$ cat config.mk
export PLATFORM = sky130hd
export DESIGN_NAME = dual_issue_stage
export DESIGN_NICKNAME = d
export VERILOG_FILES = /design/src/hdl/issue_pkg.sv /design/src/hdl/issue_if.sv /design/src/hdl/pair_fetch_queue.sv /design/src/hdl/lane_decoder.sv /design/src/hdl/pair_issue_ctrl.sv /design/src/hdl/dual_issue_stage.sv
export SDC_FILE = /design/constraint.sdc
export NUM_CORES = 1
export LEC_CHECK = 0
export ABC_CLOCK_PERIOD_IN_PS = 19470
export BUFFER_PORTS_ARGS = -buffer_cell sky130_fd_sc_hd__buf_2
export CAP_MARGIN = 15
export CORE_UTILIZATION = 25
export DETAILED_ROUTE_END_ITERATION = 16
export PLACE_DENSITY_LB_ADDON = 0.08
export SLEW_MARGIN = 40
export SYNTH_ARGS = -nofsm -noshare
export SYNTH_HDL_FRONTEND = slang
export SYNTH_SLANG_ARGS = --single-unit
$ cat constraint.sdc
create_clock -name clk -period 19.47 [get_ports clk]
set_input_delay 1.947 -clock clk [delete_from_list [all_inputs] [get_ports clk]]
set_output_delay 1.947 -clock clk [all_outputs]
set_load 0.03 [all_outputs]
$ cat src/hdl/issue_pkg.sv
package issue_pkg;

  //////////////////////////////////////////////////////////////////////
  // widths and sizes
  //////////////////////////////////////////////////////////////////////

  localparam int INST_W      = 32;
  localparam int ADDR_W      = 32;
  localparam int ID_W        = 8;
  localparam int REG_W       = 5;
  localparam int OPC_W       = 6;
  localparam int QUEUE_DEPTH = 4;                     // pair entries.
  localparam int QPTR_W      = $clog2(QUEUE_DEPTH);
  localparam int PIPE_W      = 2;

  // pipe classes.
  localparam logic [PIPE_W-1:0] PIPE_NONE   = 2'd0;
  localparam logic [PIPE_W-1:0] PIPE_ALU    = 2'd1;
  localparam logic [PIPE_W-1:0] PIPE_BRANCH = 2'd2;
  localparam logic [PIPE_W-1:0] PIPE_MEMORY = 2'd3;

  //////////////////////////////////////////////////////////////////////
  // opcodes
  //////////////////////////////////////////////////////////////////////

  localparam logic [OPC_W-1:0] OPC_NOP   = 6'b000000;
  localparam logic [OPC_W-1:0] OPC_CMP   = 6'b001000;   // 00 group.
  localparam logic [OPC_W-1:0] OPC_TEST  = 6'b001001;
  localparam logic [OPC_W-1:0] OPC_CMPI  = 6'b011000;   // 01 group.
  localparam logic [OPC_W-1:0] OPC_TESTI = 6'b011001;
  localparam logic [OPC_W-1:0] OPC_LW    = 6'b100000;   // memory group.
  localparam logic [OPC_W-1:0] OPC_SW    = 6'b100001;
  localparam logic [OPC_W-1:0] OPC_LA    = 6'b100010;
  localparam logic [OPC_W-1:0] OPC_SA    = 6'b100011;
  localparam logic [OPC_W-1:0] OPC_JR    = 6'b110000;   // jump group.

  // one instruction word, register or immediate format.
  typedef union packed {
    struct packed {
      logic [OPC_W-1:0] opcode;
      logic [REG_W-1:0] rs;
      logic [REG_W-1:0] rt;
      logic [REG_W-1:0] rd;
      logic [10:0]      low;
    } r_fmt;
    struct packed {
      logic [OPC_W-1:0] opcode;
      logic [REG_W-1:0] rs;
      logic [REG_W-1:0] rt;
      logic [15:0]      imm;
    } i_fmt;
  } inst_u;

  // also marks an empty lane.
  localparam inst_u NOP_WORD = inst_u'({INST_W{1'b0}});

endpackage

$ cat src/hdl/issue_if.sv
interface lane_if import issue_pkg::*; ();

  logic              valid;
  inst_u             inst;
  logic [ADDR_W-1:0] pc;
  logic [ID_W-1:0]   id;

  modport source (output valid, output inst, output pc, output id);
  modport decode (input valid, input inst);
  modport issue  (input valid, input inst, input pc, input id);

endinterface

interface decode_if import issue_pkg::*; ();

  logic              rs_used;
  logic              rt_used;
  logic              dst_valid;
  logic [REG_W-1:0]  dst_reg;
  logic [PIPE_W-1:0] pipe;
  logic              load_hazard;

  modport result (output rs_used, output rt_used, output dst_valid,
                  output dst_reg, output pipe, output load_hazard);
  modport issue  (input rs_used, input rt_used, input dst_valid,
                  input dst_reg, input pipe, input load_hazard);

endinterface

$ cat src/hdl/pair_fetch_queue.sv
module pair_fetch_queue import issue_pkg::*; (
  input  logic              clk,
  input  logic              reset,
  input  logic              in_valid,
  output logic              in_ready,
  input  inst_u             in_inst0,
  input  inst_u             in_inst1,
  input  logic [ADDR_W-1:0] in_pc0,
  input  logic [ADDR_W-1:0] in_pc1,
  input  logic [ID_W-1:0]   in_id0,
  input  logic [ID_W-1:0]   in_id1,
  input  logic              take0,
  input  logic              take1,
  lane_if.source            lane0,
  lane_if.source            lane1
);

  inst_u             inst0_q [QUEUE_DEPTH];
  inst_u             inst1_q [QUEUE_DEPTH];
  logic [ADDR_W-1:0] pc0_q   [QUEUE_DEPTH];
  logic [ADDR_W-1:0] pc1_q   [QUEUE_DEPTH];
  logic [ID_W-1:0]   id0_q   [QUEUE_DEPTH];
  logic [ID_W-1:0]   id1_q   [QUEUE_DEPTH];

  logic [QPTR_W-1:0] wr_ptr;
  logic [QPTR_W-1:0] rd_ptr;
  logic [QPTR_W:0]   count;
  logic [QPTR_W:0]   count_seen;    // entries old enough to read.
  logic              lane0_done;    // leftover in lane 1.
  logic              head_vis;
  logic              push;
  logic              pop;
  logic              left0;
  logic              left1;

  assign in_ready = (count != (QPTR_W + 1)'(QUEUE_DEPTH));
  assign push     = in_valid && in_ready;
  assign head_vis = (count_seen != '0);

  //////////////////////////////////////////////////////////////////////
  // head presentation
  //////////////////////////////////////////////////////////////////////

  assign lane0.valid = head_vis && !lane0_done && (inst0_q[rd_ptr] != NOP_WORD);
  assign lane0.inst  = inst0_q[rd_ptr];
  assign lane0.pc    = pc0_q[rd_ptr];
  assign lane0.id    = id0_q[rd_ptr];

  assign lane1.valid = head_vis && (inst1_q[rd_ptr] != NOP_WORD);
  assign lane1.inst  = inst1_q[rd_ptr];
  assign lane1.pc    = pc1_q[rd_ptr];
  assign lane1.id    = id1_q[rd_ptr];

  // pop once nothing valid is left in the head.
  assign left0 = lane0.valid && !take0;
  assign left1 = lane1.valid && !take1;
  assign pop   = head_vis && !left0 && !left1;

  always_ff @(posedge clk) begin
    if (push) begin
      inst0_q[wr_ptr] <= in_inst0;
      inst1_q[wr_ptr] <= in_inst1;
      pc0_q[wr_ptr]   <= in_pc0;
      pc1_q[wr_ptr]   <= in_pc1;
      id0_q[wr_ptr]   <= in_id0;
      id1_q[wr_ptr]   <= in_id1;
    end
  end

  always_ff @(posedge clk) begin
    if (reset) begin
      wr_ptr     <= '0;
      rd_ptr     <= '0;
      count      <= '0;
      count_seen <= '0;
      lane0_done <= 1'b0;
    end else begin
      if (push) begin
        wr_ptr <= wr_ptr + 1'b1;
      end
      if (pop) begin
        rd_ptr     <= rd_ptr + 1'b1;
        lane0_done <= 1'b0;
      end else if (take0) begin
        lane0_done <= 1'b1;           // older one gone, younger stays.
      end
      count      <= count + (QPTR_W + 1)'(push) - (QPTR_W + 1)'(pop);
      count_seen <= count - (QPTR_W + 1)'(pop);  // new entries show a cycle later.
    end
  end

endmodule

$ cat src/hdl/lane_decoder.sv
module lane_decoder import issue_pkg::*; (
  lane_if.decode          lane,
  input logic             ex_load_valid,
  input logic [REG_W-1:0] ex_load_rt,
  decode_if.result        info
);

  logic [OPC_W-1:0]  opc;
  logic [REG_W-1:0]  rs;
  logic [REG_W-1:0]  rt;
  logic              rs_used;
  logic              rt_used;
  logic              dst_valid;
  logic [REG_W-1:0]  dst_reg;
  logic [PIPE_W-1:0] pipe;

  assign opc = lane.inst.i_fmt.opcode;
  assign rs  = lane.inst.i_fmt.rs;
  assign rt  = lane.inst.i_fmt.rt;

  always_comb begin
    rs_used   = 1'b0;
    rt_used   = 1'b0;
    dst_valid = 1'b0;
    dst_reg   = rt;
    pipe      = PIPE_NONE;
    if (lane.valid && opc != OPC_NOP) begin
      case (opc[OPC_W-1:OPC_W-2])
        2'b00: begin                        // register alu ops.
          rs_used   = 1'b1;
          rt_used   = 1'b1;
          dst_valid = 1'b1;
          dst_reg   = lane.inst.r_fmt.rd;
          pipe      = (opc == OPC_CMP || opc == OPC_TEST) ? PIPE_BRANCH : PIPE_ALU;
        end
        2'b01: begin                        // immediate alu ops.
          rs_used   = 1'b1;
          dst_valid = 1'b1;
          pipe      = (opc == OPC_CMPI || opc == OPC_TESTI) ? PIPE_BRANCH : PIPE_ALU;
        end
        2'b10: begin
          pipe      = PIPE_MEMORY;
          rs_used   = (opc == OPC_LW) || (opc == OPC_SW);
          rt_used   = (opc == OPC_SW) || (opc == OPC_SA);
          dst_valid = (opc == OPC_LW) || (opc == OPC_LA);
        end
        default: begin                      // jumps.
          pipe      = PIPE_BRANCH;
          rs_used   = (opc == OPC_JR);
        end
      endcase
    end
  end

  assign info.rs_used     = rs_used;
  assign info.rt_used     = rt_used;
  assign info.dst_valid   = dst_valid;
  assign info.dst_reg     = dst_reg;
  assign info.pipe        = pipe;
  assign info.load_hazard = ex_load_valid &&
                            ((rs_used && rs == ex_load_rt) || (rt_used && rt == ex_load_rt));

endmodule

$ cat src/hdl/pair_issue_ctrl.sv
module pair_issue_ctrl import issue_pkg::*; (
  input  logic              clk,
  input  logic              reset,
  lane_if.issue             lane0,
  lane_if.issue             lane1,
  decode_if.issue           info0,
  decode_if.issue           info1,
  output logic              take0,
  output logic              take1,
  output logic              issue_valid,
  input  logic              issue_ready,
  output logic              slot0_valid,
  output logic              slot1_valid,
  output inst_u             slot0_inst,
  output inst_u             slot1_inst,
  output logic [ADDR_W-1:0] slot0_pc,
  output logic [ADDR_W-1:0] slot1_pc,
  output logic [ID_W-1:0]   slot0_id,
  output logic [ID_W-1:0]   slot1_id,
  output logic              swapped
);

  logic load_en;
  logic hazard;
  logic both;
  logic dep;
  logic conflict;
  logic go0;
  logic go1;
  logic lone_mem;
  logic n_s0_valid;
  logic n_s1_valid;
  logic n_swapped;
  logic s0_from1;
  logic s1_from1;

  //////////////////////////////////////////////////////////////////////
  // issue decision
  //////////////////////////////////////////////////////////////////////

  assign load_en = !issue_valid || issue_ready;
  assign hazard  = info0.load_hazard || info1.load_hazard;
  assign both    = lane0.valid && lane1.valid;

  // younger reads what the older writes.
  assign dep = both && info0.dst_valid &&
               ((info1.rs_used && lane1.inst.i_fmt.rs == info0.dst_reg) ||
                (info1.rt_used && lane1.inst.i_fmt.rt == info0.dst_reg));

  assign conflict = both && (info0.pipe == info1.pipe) &&
                    (info0.pipe == PIPE_BRANCH || info0.pipe == PIPE_MEMORY);

  assign go0   = !hazard && lane0.valid;
  assign go1   = !hazard && lane1.valid && !dep && !conflict;
  assign take0 = load_en && go0;
  assign take1 = load_en && go1;

  assign lone_mem = go0 ? (info0.pipe == PIPE_MEMORY) : (info1.pipe == PIPE_MEMORY);

  // slot steering.
  always_comb begin
    n_s0_valid = 1'b0;
    n_s1_valid = 1'b0;
    n_swapped  = 1'b0;
    s0_from1   = 1'b0;
    s1_from1   = 1'b1;
    if (go0 && go1) begin
      n_swapped  = (info0.pipe == PIPE_MEMORY) || (info1.pipe == PIPE_BRANCH);
      n_s0_valid = 1'b1;
      n_s1_valid = 1'b1;
      s0_from1   = n_swapped;
      s1_from1   = !n_swapped;
    end else if (go0 || go1) begin
      n_s0_valid = !lone_mem;         // memory unit sits in slot 1.
      n_s1_valid = lone_mem;
      s0_from1   = go1;
      s1_from1   = go1;
    end
  end

  //////////////////////////////////////////////////////////////////////
  // issue register
  //////////////////////////////////////////////////////////////////////

  always_ff @(posedge clk) begin
    if (reset) begin
      slot0_valid <= 1'b0;
      slot1_valid <= 1'b0;
      swapped     <= 1'b0;
    end else if (load_en) begin
      slot0_valid <= n_s0_valid;
      slot1_valid <= n_s1_valid;
      swapped     <= n_swapped;
    end
  end

  always_ff @(posedge clk) begin
    if (load_en) begin
      slot0_inst <= !n_s0_valid ? NOP_WORD : (s0_from1 ? lane1.inst : lane0.inst);
      slot0_pc   <= !n_s0_valid ? '0 : (s0_from1 ? lane1.pc : lane0.pc);
      slot0_id   <= !n_s0_valid ? '0 : (s0_from1 ? lane1.id : lane0.id);
      slot1_inst <= !n_s1_valid ? NOP_WORD : (s1_from1 ? lane1.inst : lane0.inst);
      slot1_pc   <= !n_s1_valid ? '0 : (s1_from1 ? lane1.pc : lane0.pc);
      slot1_id   <= !n_s1_valid ? '0 : (s1_from1 ? lane1.id : lane0.id);
    end
  end

  assign issue_valid = slot0_valid || slot1_valid;

endmodule

$ cat src/hdl/dual_issue_stage.sv
module dual_issue_stage import issue_pkg::*; (
  input  logic              clk,
  input  logic              reset,
  input  logic              in_valid,
  output logic              in_ready,
  input  inst_u             in_inst0,
  input  inst_u             in_inst1,
  input  logic [ADDR_W-1:0] in_pc0,
  input  logic [ADDR_W-1:0] in_pc1,
  input  logic [ID_W-1:0]   in_id0,
  input  logic [ID_W-1:0]   in_id1,
  input  logic              ex_load_valid,
  input  logic [REG_W-1:0]  ex_load_rt,
  output logic              issue_valid,
  input  logic              issue_ready,
  output logic              slot0_valid,
  output logic              slot1_valid,
  output inst_u             slot0_inst,
  output inst_u             slot1_inst,
  output logic [ADDR_W-1:0] slot0_pc,
  output logic [ADDR_W-1:0] slot1_pc,
  output logic [ID_W-1:0]   slot0_id,
  output logic [ID_W-1:0]   slot1_id,
  output logic              swapped
);

  logic take0;
  logic take1;

  lane_if   lane [2] ();
  decode_if info [2] ();

  pair_fetch_queue u_queue (
    .clk      (clk),
    .reset    (reset),
    .in_valid (in_valid),
    .in_ready (in_ready),
    .in_inst0 (in_inst0),
    .in_inst1 (in_inst1),
    .in_pc0   (in_pc0),
    .in_pc1   (in_pc1),
    .in_id0   (in_id0),
    .in_id1   (in_id1),
    .take0    (take0),
    .take1    (take1),
    .lane0    (lane[0]),
    .lane1    (lane[1])
  );

  // one decoder per lane.
  for (genvar g = 0; g < 2; g++) begin : g_dec
    lane_decoder u_dec (
      .lane          (lane[g]),
      .ex_load_valid (ex_load_valid),
      .ex_load_rt    (ex_load_rt),
      .info          (info[g])
    );
  end

  pair_issue_ctrl u_ctrl (
    .clk         (clk),
    .reset       (reset),
    .lane0       (lane[0]),
    .lane1       (lane[1]),
    .info0       (info[0]),
    .info1       (info[1]),
    .take0       (take0),
    .take1       (take1),
    .issue_valid (issue_valid),
    .issue_ready (issue_ready),
    .slot0_valid (slot0_valid),
    .slot1_valid (slot1_valid),
    .slot0_inst  (slot0_inst),
    .slot1_inst  (slot1_inst),
    .slot0_pc    (slot0_pc),
    .slot1_pc    (slot1_pc),
    .slot0_id    (slot0_id),
    .slot1_id    (slot1_id),
    .swapped     (swapped)
  );

endmodule

==> summary.md <==
| Metric | Value |
|---|---|
| CP Launch Type | register |
| Sw frac | 36.02% |
| Setup TNS | 0 ns |
| IO Port Bufs | 302 |
| GPL Wtd Cong | 0.7466 |
| Crit path buf inv count | 4 |
| Layout cell share with drive strength beyond 1 | 34.19% |
| Final setup fails | 0 |
| Relative slew margins | 44.82% |
| Post-Syn Nets | 1,534 |
| Routed WL per cell | 25.05 µm |
| Leading area contributor after synthesis | edfxtp_1 |
| Largest cells by area after synthesis | edfxtp_1 75%, mux4_2 11%, mux2i_1 2.8% |
| VDD IR-drop max | 0.0001560 V |
| Max Cap Viol | 0 |
| FF-to-FF End | u_queue.count[2] |
| Fill cell count | 11,070 |
| Leading register cell type out of synthesis | edfxtp_1 |
| Fmax | 0.1624 GHz |
| Power per cell area | 171.0 nW/µm² |
| CTS Hold Buffers Added | 0 |
| Status | complete, no violations |
| Largest net degree at the start of global routing | 95 |
| Synth-to-layout area growth | 21.23% |
| Crit path cell chain | buf_12 > buf_16 > mux4_2 > nor2_2 > or4b_1 > mux2i_1 > or3_1 > o31ai_2 > o31ai_1 > and2_1 > ha_1 > inv_1 > ha_1 > inv_1 > fa_1 > xor2_1 > xnor2_1 > nor2_1 |
| Hold depth | 3 |
| Number of synthesized flops with an enable pin | 720 |
| Clock Path Buffers | 3 |
| Sequential area share after synthesis | 76.44% |
| Flop pwr share | 37.8% |
| Mux share of post-synthesis cell area | 14.17% |
| NetSw | 0.002144 W |
| Clock skew | 0.01980 ns |
| Crit Path Class | register to register |
| Post-CTS setup buffers | 0 |
| Initial antenna violation count | 44 |
| Core region area | 113,100 µm² |
| Number of H-tree levels | 3 |
| Complex-gate fraction of the synthesized area | 3.134% |
| Root Driver | clkbuf_16 |
| Simple-gate share of the synthesized area | 3.134% |
| Slew Limit Fails | 0 |
| Worst min path class | register to register |
| Final hold violation count | 0 |
| Top delay family on crit path | simple AND/OR/NAND/NOR gates |
| Highest cell delay on the worst timing path | 0.73 ns |
| Xor-xnor portion of the synthesized cell area | 0.9764% |
| DP HPWL | 50,650 µm |
| Ys Warns | 0 |
| First-pass GRT wire length | 117,500 µm |
| Critical-path top delay cell | dfxtp_4 |
| Adder-Cell Fraction of Synth Area | 0.4185% |
| #FFs+latches synth | 736 |
| Min-delay src | u_queue.rd_ptr[1] |
| Num CTS Buffers | 89 |
| Via-to-Cell Ratio | 4.490 |
| Largest family of logic cells by synthesized area | multiplexers |
| Post-synthesis cell type count | 55 |
| Reg clk slew, reported paths | 0.06 ns |
| PostCTS Resize Cnt | 0 |
| Vias | 14,810 |
| GRT Residual Overflow | 0 |
| Critical path fanouts, max | 41 |
| Vias in the first global route | 15,650 |
| Reg2reg path depth | 18 |
| Actual slew at the worst max-slew pin | 0.8276 ns |
| Clock power share | 26.8% |
| Die Span Y | 340.8 µm |
| Final-stage net count | 1,884 |
| Combinational Power Share | 35.3% |
| CP endpoint kind | register |
| R2R setup slack | 13.31 ns |
| # clock sinks | 736 |
| GRT Util Overall | 14.15% |
| Synth top area share | 75.32% |
| Async S/R FF share, synth | 0% |
| Final period util | 31.63% |
| Most frequent cell after synthesis | edfxtp_1 |
| # rows | 123 |
| Pre-Repair DR Iteration Count | 5 |
| Required @ worst endpoint | 19.98 ns |
| Min Tclk post-route | 6.158 ns |
| Leakage | 12.09 nW |
| CTS tree | built |
| Cells after synthesis | 1,371 |
| DR DRC count | 0 |
| Fin Hold WS | 0.5341 ns |
| DIE WIDTH | 340.8 µm |
| Synth Cell Area | 28,700 µm² |
| Post-DRT Antenna Nets | 0 |
| Syn avg cell area | 20.94 µm² |
| Ports | 303 |
| RSZ-0062 raised after global routing | false |
| Starting DRC count in detailed routing | 1,005 |
| Post-Route WL | 82,610 µm |
| Top cells by count, synth | 720 x edfxtp_1, 144 x mux4_2, 89 x nor2_1 |
| Die area | 116,200 µm² |
| Initial Utilization | 25.38% |
| Int Power | 0.003808 W |
| Later-pin clock latency in the skew report | 0.65 ns |
| Worst path arrival time | 6.67 ns |
[placed cells by master, fill, tap and decap left out, types with 14 or more instances in the layout]
master | Yosys | layout
nor4_1 | 14 | 14
nor2_1 | 89 | 89
xnor2_1 | 21 | 21
edfxtp_1 | 720 | 720
clkbuf_16 | 0 | 93
buf_2 | 16 | 302
clkinv_1 | 0 | 20
dfxtp_1 | 16 | 14
clkbuf_1 | 26 | 20
mux4_2 | 144 | 144
a22o_1 | 71 | 71
mux2i_1 | 80 | 80
[flip-flops by register name, summed over array words and instances, names as in the netlist, 2 cells and up, named ones only]
name                flops
u_queue.inst0_q       128
u_queue.inst1_q       128
u_queue.pc0_q         128
u_queue.pc1_q         128
u_ctrl.slot0_inst      32
u_ctrl.slot0_pc        32
u_ctrl.slot1_inst      32
u_ctrl.slot1_pc        32
u_queue.id0_q          32
u_queue.id1_q          32
u_ctrl.slot0_id         8
u_ctrl.slot1_id         8
u_queue.count           3
u_queue.count_seen      3
u_queue.rd_ptr          2
u_queue.wr_ptr          2
[how the worst max path moves through the flow]
stage	startpoint	end	slack, ns	depth (start not counted)
after global routing	register	u_ctrl.slot0_inst[28]	12.89	12
after detailed placement	register	u_ctrl.slot0_inst[28]	13.15	12
after global placement	register	u_ctrl.slot0_inst[28]	12.89	12
after CTS	register	u_ctrl.slot0_inst[28]	13.15	12
final	register	u_queue.count[2]	13.31	18
after floorplan	issue_ready	u_queue.count[2]	11.58	12
[tightest hold or removal path, stage by stage (launching register included)]
cell,delay [ns]
dfxtp_1,0.30
inv_1,0.04
nand4_1,0.06
a21oi_1,0.08
[area by class of cell]
type | instances | area [µm²] | share of cell area, %
Antenna cell | 11 | 27.53 | 0.07911
Clock buffer | 113 | 2402 | 6.904
Clock inverter | 44 | 371.6 | 1.068
Inverter | 13 | 48.80 | 0.1402
Multi-Input combinational cell | 554 | 6320 | 18.16
Sequential cell | 736 | 21950 | 63.08
Tap cell | 1500 | 1877 | 5.394
Timing Repair Buffer | 327 | 1802 | 5.178
[routing by layer]
metal	up-vias	global-route usage [%]	wire, µm
li1	6417	-	-
met1	7752	18.47	35570
met2	420	22.66	38880
met3	177	4.306	5813
met4	42	3.989	2066
met5	-	0	277
[through the flow]
step,util (%),power [W],instances,setup WS [ns],area [µm²]
finish,30.76,0.005952,3298,13.31,34800
global route,30.74,0.006256,3289,12.89,34770
CTS,30.73,0.006084,3287,13.15,34760
detailed placement,28.28,0.004446,3130,13.15,31990
global placement,28.20,0.004431,3128,12.89,31900
floorplan,-,0.003753,1371,11.58,28700
[power by group through the flow]
stage          Clock (W)  Combinational, W  Sequential (W)
3_5_place_dp           0           0.00216         0.00229
6_report         0.00160           0.00210         0.00225
3_3_place_gp           0           0.00213         0.00230
4_1_cts          0.00166           0.00216         0.00226
5_1_grt          0.00171           0.00227         0.00228
2_1_floorplan          0           0.00121         0.00254
[logic make-up (layout without fill, tap and decap cells)]
family | Yosys count | count (layout)
compound gates | 109 | 109
xor+xnor | 32 | 32
fa+ha+maj | 9 | 9
buf+inv | 81 | 497
flops | 736 | 736
mux | 225 | 225
other cells | 0 | 11
simple gates | 179 | 179
(Power assumes the default switching activity.)
